**src/design/noc_pkg.sv**
```systemverilog
package noc_pkg;

   // widths
   localparam int FLIT_DATA_W = 32;
   localparam int EPOCH_W     = 10;
   localparam int COUNT_W     = 10;
   localparam int PROB_W      = 12;
   localparam int PRIV_W      = 4;
   localparam int DROP_W      = 16;
   localparam int AXIL_ADDR_W = 8;
   localparam int AXIL_DATA_W = 32;
   localparam int AXIL_STRB_W = AXIL_DATA_W / 8;

   // configuration after reset
   localparam logic [EPOCH_W-1:0] EPOCH_LEN_RST = 10'd1000;
   localparam logic [COUNT_W-1:0] THRESHOLD_RST = 10'd700;
   localparam logic [PROB_W-1:0]  PROBATION_RST = 12'd2002;

   // lowest privilege level allowed to write
   localparam logic [PRIV_W-1:0] PRIV_WRITE_MIN = 4'd2;

   // register map
   localparam logic [AXIL_ADDR_W-1:0] ADDR_EPOCH      = 8'h00;
   localparam logic [AXIL_ADDR_W-1:0] ADDR_THRESHOLD  = 8'h04;
   localparam logic [AXIL_ADDR_W-1:0] ADDR_PROBATION  = 8'h08;
   localparam logic [AXIL_ADDR_W-1:0] ADDR_STATUS     = 8'h0C;
   localparam logic [AXIL_ADDR_W-1:0] ADDR_DROPS      = 8'h10;
   localparam logic [AXIL_ADDR_W-1:0] ADDR_LAST_COUNT = 8'h14;

   localparam logic [1:0] RESP_OKAY   = 2'b00;
   localparam logic [1:0] RESP_SLVERR = 2'b10;

   typedef struct packed {
      logic                   valid;
      logic                   head;
      logic                   tail;
      logic [FLIT_DATA_W-1:0] data;
   } flit_t;

   typedef struct packed {
      logic               detected;
      logic               blocked;
      logic [PROB_W-1:0]  countdown;
      logic [COUNT_W-1:0] last_count;
   } guard_status_t;

   typedef struct packed {
      logic [EPOCH_W-1:0] epoch_len;
      logic [COUNT_W-1:0] threshold;
      logic [PROB_W-1:0]  probation;
   } guard_cfg_t;

   localparam guard_cfg_t CFG_RST = '{epoch_len: EPOCH_LEN_RST,
                                      threshold: THRESHOLD_RST,
                                      probation: PROBATION_RST};

endpackage

```
**src/design/dos_monitor.sv**
```systemverilog
`timescale 1ns/1ps

module dos_monitor
   import noc_pkg::*;
(
   input  logic          clk,
   input  logic          reset,
   input  guard_cfg_t    cfg,
   input  logic          head_seen,
   input  logic          clear_block,
   output guard_status_t status
);

   logic [EPOCH_W-1:0] epoch;
   logic [COUNT_W-1:0] pkt_count;
   logic [COUNT_W-1:0] last_count;
   logic [PROB_W-1:0]  countdown;
   logic               detected;
   logic               blocked;
   logic               wrap;
   logic               over;
   logic               probe_done;

   // >= so a shortened epoch takes effect at once
   assign wrap       = (epoch >= cfg.epoch_len);
   assign over       = (pkt_count >= cfg.threshold);
   assign probe_done = wrap && detected && (countdown == '0);

   always_ff @(posedge clk or posedge reset) begin
      if (reset) begin
         epoch <= '0;
      end else if (wrap) begin
         epoch <= '0;
      end else begin
         epoch <= epoch + 1'b1;
      end
   end

   // a head arriving on the wrap cycle counts toward the new epoch
   always_ff @(posedge clk or posedge reset) begin
      if (reset) begin
         pkt_count  <= '0;
         last_count <= '0;
      end else if (wrap) begin
         last_count <= pkt_count;
         pkt_count  <= COUNT_W'(head_seen);
      end else if (head_seen && pkt_count != '1) begin
         pkt_count <= pkt_count + 1'b1;
      end
   end

   always_ff @(posedge clk or posedge reset) begin
      if (reset) begin
         detected <= 1'b0;
         blocked  <= 1'b0;
      end else if (clear_block) begin
         detected <= 1'b0;
         blocked  <= 1'b0;
      end else begin
         if (wrap && over) begin
            detected <= 1'b1;
         end else if (probe_done) begin
            detected <= 1'b0;
         end
         // still flooding after probation
         if (probe_done && over) begin
            blocked <= 1'b1;
         end
      end
   end

   // idle countdown follows the programmed probation
   always_ff @(posedge clk or posedge reset) begin
      if (reset) begin
         countdown <= PROBATION_RST;
      end else if (clear_block || !detected) begin
         countdown <= cfg.probation;
      end else if (countdown != '0) begin
         countdown <= countdown - 1'b1;
      end else if (probe_done && !over) begin
         countdown <= cfg.probation;
      end
   end

   assign status = '{detected: detected, blocked: blocked,
                     countdown: countdown, last_count: last_count};

   // block only follows an earlier detection
   assert property (@(posedge clk) disable iff (reset)
      $rose(blocked) |-> $past(detected));

   // once expired the countdown holds at zero or reloads
   assert property (@(posedge clk) disable iff (reset)
      countdown == '0 |=> (countdown == '0 || countdown == $past(cfg.probation)));

endmodule

```
**src/design/inject_gate.sv**
```systemverilog
`timescale 1ns/1ps

module inject_gate
   import noc_pkg::*;
(
   input  logic              clk,
   input  logic              reset,
   input  flit_t             in_flit,
   output logic              in_ready,
   output flit_t             out_flit,
   input  logic              out_ready,
   input  guard_status_t     status,
   output logic              head_seen,
   output logic [DROP_W-1:0] drop_count
);

   logic                   out_valid;
   logic                   out_head;
   logic                   out_tail;
   logic [FLIT_DATA_W-1:0] out_data;
   logic                   in_pkt;
   logic                   drop_pkt;
   logic                   phase;
   logic                   drop_flit;
   logic                   pass_ready;
   logic                   throttle;
   logic                   accept;

   // outside a packet the next flit is a head, so the block decides
   assign drop_flit  = in_pkt ? drop_pkt : status.blocked;
   assign pass_ready = !out_valid || out_ready;
   assign throttle   = status.detected && phase;
   assign in_ready   = drop_flit || (pass_ready && !throttle);
   assign accept     = in_flit.valid && in_ready;
   assign head_seen  = accept && in_flit.head;

   // half rate while detected
   always_ff @(posedge clk or posedge reset) begin
      if (reset) begin
         phase <= 1'b0;
      end else begin
         phase <= status.detected ? !phase : 1'b0;
      end
   end

   always_ff @(posedge clk or posedge reset) begin
      if (reset) begin
         in_pkt   <= 1'b0;
         drop_pkt <= 1'b0;
      end else if (accept) begin
         if (!in_pkt) begin
            drop_pkt <= status.blocked;
         end
         in_pkt <= !in_flit.tail;
      end
   end

   always_ff @(posedge clk or posedge reset) begin
      if (reset) begin
         out_valid <= 1'b0;
      end else if (pass_ready) begin
         out_valid <= accept && !drop_flit;
      end
   end

   always_ff @(posedge clk) begin
      if (pass_ready && accept && !drop_flit) begin
         out_head <= in_flit.head;
         out_tail <= in_flit.tail;
         out_data <= in_flit.data;
      end
   end

   assign out_flit = '{valid: out_valid, head: out_head, tail: out_tail, data: out_data};

   always_ff @(posedge clk or posedge reset) begin
      if (reset) begin
         drop_count <= '0;
      end else if (accept && drop_flit && drop_count != '1) begin
         drop_count <= drop_count + 1'b1;
      end
   end

   assert property (@(posedge clk) disable iff (reset)
      (out_flit.valid && !out_ready) |=> $stable(out_flit));

endmodule

```
**src/design/guard_csr.sv**
```systemverilog
`timescale 1ns/1ps

module guard_csr
   import noc_pkg::*;
(
   input  logic                   clk,
   input  logic                   reset,
   input  logic                   priv_inc,
   input  logic                   priv_dec,
   input  guard_status_t          status,
   input  logic [DROP_W-1:0]      drop_count,
   input  logic [AXIL_ADDR_W-1:0] awaddr,
   input  logic                   awvalid,
   output logic                   awready,
   input  logic [AXIL_DATA_W-1:0] wdata,
   input  logic [AXIL_STRB_W-1:0] wstrb,
   input  logic                   wvalid,
   output logic                   wready,
   output logic [1:0]             bresp,
   output logic                   bvalid,
   input  logic                   bready,
   input  logic [AXIL_ADDR_W-1:0] araddr,
   input  logic                   arvalid,
   output logic                   arready,
   output logic [AXIL_DATA_W-1:0] rdata,
   output logic [1:0]             rresp,
   output logic                   rvalid,
   input  logic                   rready,
   output guard_cfg_t             cfg,
   output logic                   clear_block
);

   logic [PRIV_W-1:0]      priv;
   logic                   aw_held;
   logic                   w_held;
   logic [AXIL_ADDR_W-1:0] aw_addr_q;
   logic [AXIL_DATA_W-1:0] w_data_q;
   logic [AXIL_STRB_W-1:0] w_strb_q;
   logic [AXIL_ADDR_W-1:0] wr_addr;
   logic [AXIL_DATA_W-1:0] wr_data;
   logic [AXIL_STRB_W-1:0] wr_strb;
   logic [AXIL_DATA_W-1:0] wr_mask;
   logic [AXIL_DATA_W-1:0] wr_cur;
   logic [AXIL_DATA_W-1:0] wr_merged;
   logic                   wr_mapped;
   logic                   wr_ok;
   logic                   have_aw;
   logic                   have_w;
   logic                   do_write;
   logic [AXIL_DATA_W-1:0] rd_data;
   logic                   rd_mapped;

   // saturating privilege level
   always_ff @(posedge clk or posedge reset) begin
      if (reset) begin
         priv <= '0;
      end else if (priv_inc && !priv_dec && priv != '1) begin
         priv <= priv + 1'b1;
      end else if (priv_dec && !priv_inc && priv != '0) begin
         priv <= priv - 1'b1;
      end
   end

   // aw and w may arrive in either order
   assign awready  = !aw_held && !bvalid;
   assign wready   = !w_held && !bvalid;
   assign have_aw  = aw_held || (awvalid && awready);
   assign have_w   = w_held || (wvalid && wready);
   assign do_write = have_aw && have_w && !bvalid;

   assign wr_addr = aw_held ? aw_addr_q : awaddr;
   assign wr_data = w_held ? w_data_q : wdata;
   assign wr_strb = w_held ? w_strb_q : wstrb;

   always_ff @(posedge clk or posedge reset) begin
      if (reset) begin
         aw_held <= 1'b0;
         w_held  <= 1'b0;
      end else if (do_write) begin
         aw_held <= 1'b0;
         w_held  <= 1'b0;
      end else begin
         if (awvalid && awready) begin
            aw_held <= 1'b1;
         end
         if (wvalid && wready) begin
            w_held <= 1'b1;
         end
      end
   end

   always_ff @(posedge clk) begin
      if (awvalid && awready) begin
         aw_addr_q <= awaddr;
      end
      if (wvalid && wready) begin
         w_data_q <= wdata;
         w_strb_q <= wstrb;
      end
   end

   always_comb begin
      for (int i = 0; i < AXIL_STRB_W; i++) begin
         wr_mask[8*i +: 8] = {8{wr_strb[i]}};
      end
      wr_mapped = 1'b1;
      case (wr_addr)
         ADDR_EPOCH:     wr_cur = AXIL_DATA_W'(cfg.epoch_len);
         ADDR_THRESHOLD: wr_cur = AXIL_DATA_W'(cfg.threshold);
         ADDR_PROBATION: wr_cur = AXIL_DATA_W'(cfg.probation);
         ADDR_STATUS:    wr_cur = '0;
         default: begin
            wr_cur    = '0;
            wr_mapped = 1'b0;
         end
      endcase
   end

   assign wr_merged   = (wr_cur & ~wr_mask) | (wr_data & wr_mask);
   assign wr_ok       = wr_mapped && (priv >= PRIV_WRITE_MIN);
   assign clear_block = do_write && wr_ok && (wr_addr == ADDR_STATUS) && wr_merged[1];

   always_ff @(posedge clk or posedge reset) begin
      if (reset) begin
         cfg <= CFG_RST;
      end else if (do_write && wr_ok) begin
         case (wr_addr)
            ADDR_EPOCH:     cfg.epoch_len <= wr_merged[EPOCH_W-1:0];
            ADDR_THRESHOLD: cfg.threshold <= wr_merged[COUNT_W-1:0];
            ADDR_PROBATION: cfg.probation <= wr_merged[PROB_W-1:0];
            default:        cfg <= cfg;
         endcase
      end
   end

   always_ff @(posedge clk or posedge reset) begin
      if (reset) begin
         bvalid <= 1'b0;
      end else if (do_write) begin
         bvalid <= 1'b1;
      end else if (bready) begin
         bvalid <= 1'b0;
      end
   end

   always_ff @(posedge clk) begin
      if (do_write) begin
         bresp <= wr_ok ? RESP_OKAY : RESP_SLVERR;
      end
   end

   // read decode
   always_comb begin
      rd_data   = '0;
      rd_mapped = 1'b1;
      case (araddr)
         ADDR_EPOCH:      rd_data = AXIL_DATA_W'(cfg.epoch_len);
         ADDR_THRESHOLD:  rd_data = AXIL_DATA_W'(cfg.threshold);
         ADDR_PROBATION:  rd_data = AXIL_DATA_W'(cfg.probation);
         ADDR_STATUS: begin
            rd_data[0]     = status.detected;
            rd_data[1]     = status.blocked;
            rd_data[7:4]   = priv;
            rd_data[27:16] = status.countdown;
         end
         ADDR_DROPS:      rd_data = AXIL_DATA_W'(drop_count);
         ADDR_LAST_COUNT: rd_data = AXIL_DATA_W'(status.last_count);
         default:         rd_mapped = 1'b0;
      endcase
   end

   assign arready = !rvalid;

   always_ff @(posedge clk or posedge reset) begin
      if (reset) begin
         rvalid <= 1'b0;
      end else if (arvalid && arready) begin
         rvalid <= 1'b1;
      end else if (rready) begin
         rvalid <= 1'b0;
      end
   end

   always_ff @(posedge clk) begin
      if (arvalid && arready) begin
         rdata <= rd_data;
         rresp <= rd_mapped ? RESP_OKAY : RESP_SLVERR;
      end
   end

   assert property (@(posedge clk) disable iff (reset) (bvalid && !bready) |=> bvalid);
   assert property (@(posedge clk) disable iff (reset) (rvalid && !rready) |=> rvalid);

endmodule

```
**src/design/router_guard.sv**
```systemverilog
`timescale 1ns/1ps

module router_guard
   import noc_pkg::*;
(
   input  logic                   clk,
   input  logic                   reset,
   // node injection channel
   input  flit_t                  in_flit,
   output logic                   in_ready,
   // toward the router
   output flit_t                  out_flit,
   input  logic                   out_ready,
   input  logic                   priv_inc,
   input  logic                   priv_dec,
   output logic                   dos_detected,
   output logic                   port_blocked,
   // axi-lite config port
   input  logic [AXIL_ADDR_W-1:0] awaddr,
   input  logic                   awvalid,
   output logic                   awready,
   input  logic [AXIL_DATA_W-1:0] wdata,
   input  logic [AXIL_STRB_W-1:0] wstrb,
   input  logic                   wvalid,
   output logic                   wready,
   output logic [1:0]             bresp,
   output logic                   bvalid,
   input  logic                   bready,
   input  logic [AXIL_ADDR_W-1:0] araddr,
   input  logic                   arvalid,
   output logic                   arready,
   output logic [AXIL_DATA_W-1:0] rdata,
   output logic [1:0]             rresp,
   output logic                   rvalid,
   input  logic                   rready
);

   guard_cfg_t        cfg;
   guard_status_t     status;
   logic              clear_block;
   logic              head_seen;
   logic [DROP_W-1:0] drop_count;

   assign dos_detected = status.detected;
   assign port_blocked = status.blocked;

   dos_monitor u_monitor (.clk, .reset, .cfg, .head_seen, .clear_block, .status);

   inject_gate u_gate (.clk, .reset, .in_flit, .in_ready, .out_flit, .out_ready,
                       .status, .head_seen, .drop_count);

   guard_csr u_csr (.clk, .reset, .priv_inc, .priv_dec, .status, .drop_count,
                    .awaddr, .awvalid, .awready, .wdata, .wstrb, .wvalid, .wready,
                    .bresp, .bvalid, .bready, .araddr, .arvalid, .arready,
                    .rdata, .rresp, .rvalid, .rready, .cfg, .clear_block);

endmodule

```
**config.mk**
```make
export PLATFORM = sky130hd
export DESIGN_NAME = router_guard
export DESIGN_NICKNAME = d
export VERILOG_FILES = /design/src/design/noc_pkg.sv /design/src/design/dos_monitor.sv /design/src/design/inject_gate.sv /design/src/design/guard_csr.sv /design/src/design/router_guard.sv
export SDC_FILE = /design/constraint.sdc
export NUM_CORES = 1
export LEC_CHECK = 0
export ABC_CLOCK_PERIOD_IN_PS = 3910
export BUFFER_PORTS_ARGS = -buffer_cell sky130_fd_sc_hd__buf_4
export CORE_UTILIZATION = 56
export CTS_CLUSTER_SIZE = 40
export DETAILED_ROUTE_END_ITERATION = 12
export PLACE_DENSITY = 0.8
export SYNTH_ARGS = -nofsm -noshare
export SYNTH_HDL_FRONTEND = slang
export SYNTH_HIERARCHICAL = 1
export SYNTH_SLANG_ARGS = --single-unit
```
**constraint.sdc**
```tcl
create_clock -name clk -period 3.91 [get_ports clk]
set_input_delay 1.173 -clock clk [delete_from_list [all_inputs] [get_ports clk]]
set_output_delay 1.173 -clock clk [all_outputs]
set_load 0.005 [all_outputs]
```
==> impl_metrics.env <==
export IMPL_hold_viol_final=0
export IMPL_powerDensity_nw_per_um2=524
export IMPL_synthSimpleGateAreaFrac_pct=14.0
export IMPL_startpoint="out_ready"
export IMPL_synthesis_area_um2=9320
export IMPL_crit_path_start_kind="input pin"
export IMPL_ys_flop_type="edfxtp_1"
export IMPL_cts_root_buffer="clkbuf_16"
export IMPL_grt_pass1_vias=6301
export IMPL_async_reset_ff_share_pct=54.7
export IMPL_cts_sinks=190
export IMPL_ys_types=77
export IMPL_initial_utilization_pct=58.1
export IMPL_synth_adder_area_share_pct=3.84
export IMPL_die_area_um2=17200
export IMPL_hold_class="reg -> reg"
export IMPL_path_common_cell="buf_4"
export IMPL_outcome="complete, no violations"
export IMPL_crit_end="in_ready"
export IMPL_critPathCaptureType="primary output"
export IMPL_final_nets=1038
export IMPL_core_area_um2=16100
export IMPL_fin_skew_ps=8.70
export IMPL_track_usage_pct=25.8
export IMPL_synth_mux_area_share_pct=5.54
export IMPL_diodes=0
export IMPL_clockBufferDepth=2
export IMPL_leakage_nw=4.59
export IMPL_antenna_found_initial=0
export IMPL_setup_viol_count_final=0
export IMPL_final_cells=1142
export IMPL_syn_to_final_growth_pct=19.6
export IMPL_cts_resized=0
export IMPL_critical_path_slowest_cell="buf_4"
export IMPL_crit_chain="buf_4 > nor2b_1 > o21ai_0 > buf_4"
export IMPL_clk_pin_slew_ps=70
export IMPL_tritoncts_num_buffers=17
export IMPL_dp_cells=1110
export IMPL_finalMaxSlewViolations=0
export IMPL_synth_top_family_by_area="simple AND/OR/NAND/NOR gates"
export IMPL_synth_avg_cell_area_um2=12.1
export IMPL_ys_seq_area_share_pct=56.0
export IMPL_slowest_delay_ps=190
export IMPL_hpwl_um=15100
export IMPL_drive_gt1_share_pct=30.6
export IMPL_peakVddDrop_mv=0.362
export IMPL_rsz0062_at_grt="no"
export IMPL_ant_nets=0
export IMPL_criticalPathCategory="in -> out"
export IMPL_min_period_ps=2990
export IMPL_slew_headroom_pct=31.3
export IMPL_wl_um=21100
export IMPL_dr_first_iter_drc_count=445
export IMPL_cts_tree="yes"
export IMPL_crit_fanout=3
export IMPL_port_buffers=147
export IMPL_nFillCells=1155
export IMPL_finalSetupTns_ps=0
export IMPL_synth_compound_area_share_pct=12.6
export IMPL_synth_edf_count=86
export IMPL_gr_total_overflow=0
export IMPL_drc=0
export IMPL_fmax_ghz=0.335
export IMPL_worstMarginPinSlew_ps=1030
export IMPL_ios=176
export IMPL_postCtsHoldBufs=0
export IMPL_r2r_slack_ps=1080
export IMPL_yosysWarnings=6
export IMPL_r2r_end="u_monitor/countdown[1]"
export IMPL_dr_pass1_iters=5
export IMPL_vias_per_cell=5.79
export IMPL_gp_congestion=0.851
export IMPL_r2r_start="u_csr/w_held"
export IMPL_grt_pass1_wl_um=33000
export IMPL_yosys_area_share_xor_xnor_pct=3.48
export IMPL_htreeDepth=4
export IMPL_critPathRequiredTime_ps=2740
export IMPL_worst_ep_arrival_time_ps=1820
export IMPL_reg2reg_depth=8
export IMPL_ys_ff_latch=190
export IMPL_rows=46
export IMPL_num_vias=6608
export IMPL_clk_latency_ps=430
export IMPL_dieHeight_um=131
export IMPL_die_w_um=131
export IMPL_fin_crit_sh_pct=76.4
export IMPL_grt_max_degree=45
export IMPL_synth_cells=770
export IMPL_cap_violations=0
export IMPL_postCtsSetupBuffers=0
export IMPL_wl_per_cell_um=18.5
[cell usage after synthesis, drive strengths merged, types with 7 or more instances]
cell type	count	area share, %
a22oi	10	0.86
mux2i	13	1.4
a41oi	21	2.1
nor2b	11	0.74
inv	52	2.1
xor2	22	2.1
o2bb2ai	10	0.94
mux4	7	1.7
nand3	21	1.2
a22o	8	0.75
edfxtp	86	28
nor3	18	1.0
a21oi	36	2.0
clkbuf	10	0.40
and2	20	1.3
nand4	14	1.1
and3	7	0.47
xnor2	15	1.4
nand2	45	1.9
ha	27	3.6
nor4	18	2.0
nor2	50	2.2
mux2	20	2.5
o21ai	26	1.4
a211oi	13	1.6
dfrtp	78	21
buf	26	1.9
dfstp	26	7.3
[layer usage]
metal	vias to the layer above	share of wire [%]	GRT usage, %	wire length, um
li1	3125	-	-	-
met1	3218	42	34.0	8940
met2	217	49	41.7	10400
met3	48	5.3	5.37	1120
met4	0	3.1	11.2	665
met5	-	0	0	0
[critical path: cells and delay by family]
kind	cells	cell delay (ps)
buf+inv	2	300
compound gates	1	180
simple gates	1	160
[worst min-delay path by stage]
| stage | startpoint | cells after the start | end | slack [ps] |
|---|---|---|---|---|
| floorplan | u_gate/phase | 1 | u_gate/phase | 390 |
| global placement | u_gate/phase | 1 | u_gate/phase | 410 |
| detailed placement | u_gate/phase | 1 | u_gate/phase | 420 |
| CTS | u_gate/phase | 1 | u_gate/phase | 430 |
| global route | u_gate/phase | 1 | u_gate/phase | 440 |
| finish | u_gate/phase | 1 | u_gate/phase | 430 |
[placed cells by master, fill, tap and decap left out, types with 17 or more instances in the layout]
master     count
a21oi_1       35
a41oi_1       20
and2_1        20
buf_4        155
clkbuf_16     17
dfrtp_1       78
dfstp_2       26
edfxtp_1      86
ha_1          27
inv_1         50
mux2_2        19
nand2_1       43
nand3_1       20
nor2_1        46
nor3_1        17
o21ai_0       25
xor2_1        22
[power breakdown]
part | switching, mW | internal, mW | leakage, nW
registers | 0.303 | 2.43 | 2.10
clock network | 0.820 | 0.915 | 0.294
logic | 0.774 | 0.606 | 2.19
total | 1.90 | 3.95 | 4.59
[cell families (layout without fill, tap and decap cells)]
| family | after synthesis | count (layout) |
|---|---|---|
| other | 1 | 6 |
| and+or+nand+nor | 228 | 228 |
| buffers and inverters | 88 | 239 |
| adders and majority gates | 28 | 28 |
| DFF | 190 | 190 |
| AOI/OAI and AO/OA | 158 | 158 |
| muxes | 40 | 40 |
| xor gates and xnor gates | 37 | 37 |
[registers in the layout, summed over array words and instances (netlist names), 2 cells and up]
| register | count |
|---|---|
| u_csr/w_strb_q | 2 |
| u_csr/rdata | 28 |
| u_csr/w_data_q | 12 |
| u_monitor/countdown | 12 |
| u_monitor/last_count | 10 |
| u_gate/out_data | 32 |
| u_monitor/pkt_count | 10 |
| u_csr/cfg | 32 |
| u_gate/drop_count | 16 |
| u_csr/priv | 4 |
| u_csr/aw_addr_q | 8 |
| u_monitor/epoch | 10 |
[metrics by stage]
step,hold WS (ps),area [um2],power (mW),utilization (%),worst slack (ps)
3_5_place_dp,415,10600,4.11,65.8,556
4_1_cts,434,11200,5.86,69.5,937
6_report,435,11200,5.84,69.5,921
3_3_place_gp,410,10600,4.06,65.8,641
5_1_grt,445,11200,6.13,69.5,827
2_1_floorplan,395,9340,3.66,-,367
[cell type report]
| cell class | instances | area, um2 | area share [%] |
|---|---|---|---|
| clock buffers | 17 | 425 | 3.81 |
| clock inverters | 15 | 166 | 1.49 |
| inverters | 52 | 198 | 1.77 |
| multi-input cells | 497 | 3710 | 33.3 |
| flip-flops and latches | 190 | 5220 | 46.8 |
| well taps | 216 | 270 | 2.42 |
| repair buffers | 155 | 1160 | 10.4 |
No activity file was read; power rests on OpenSTA's default activity.
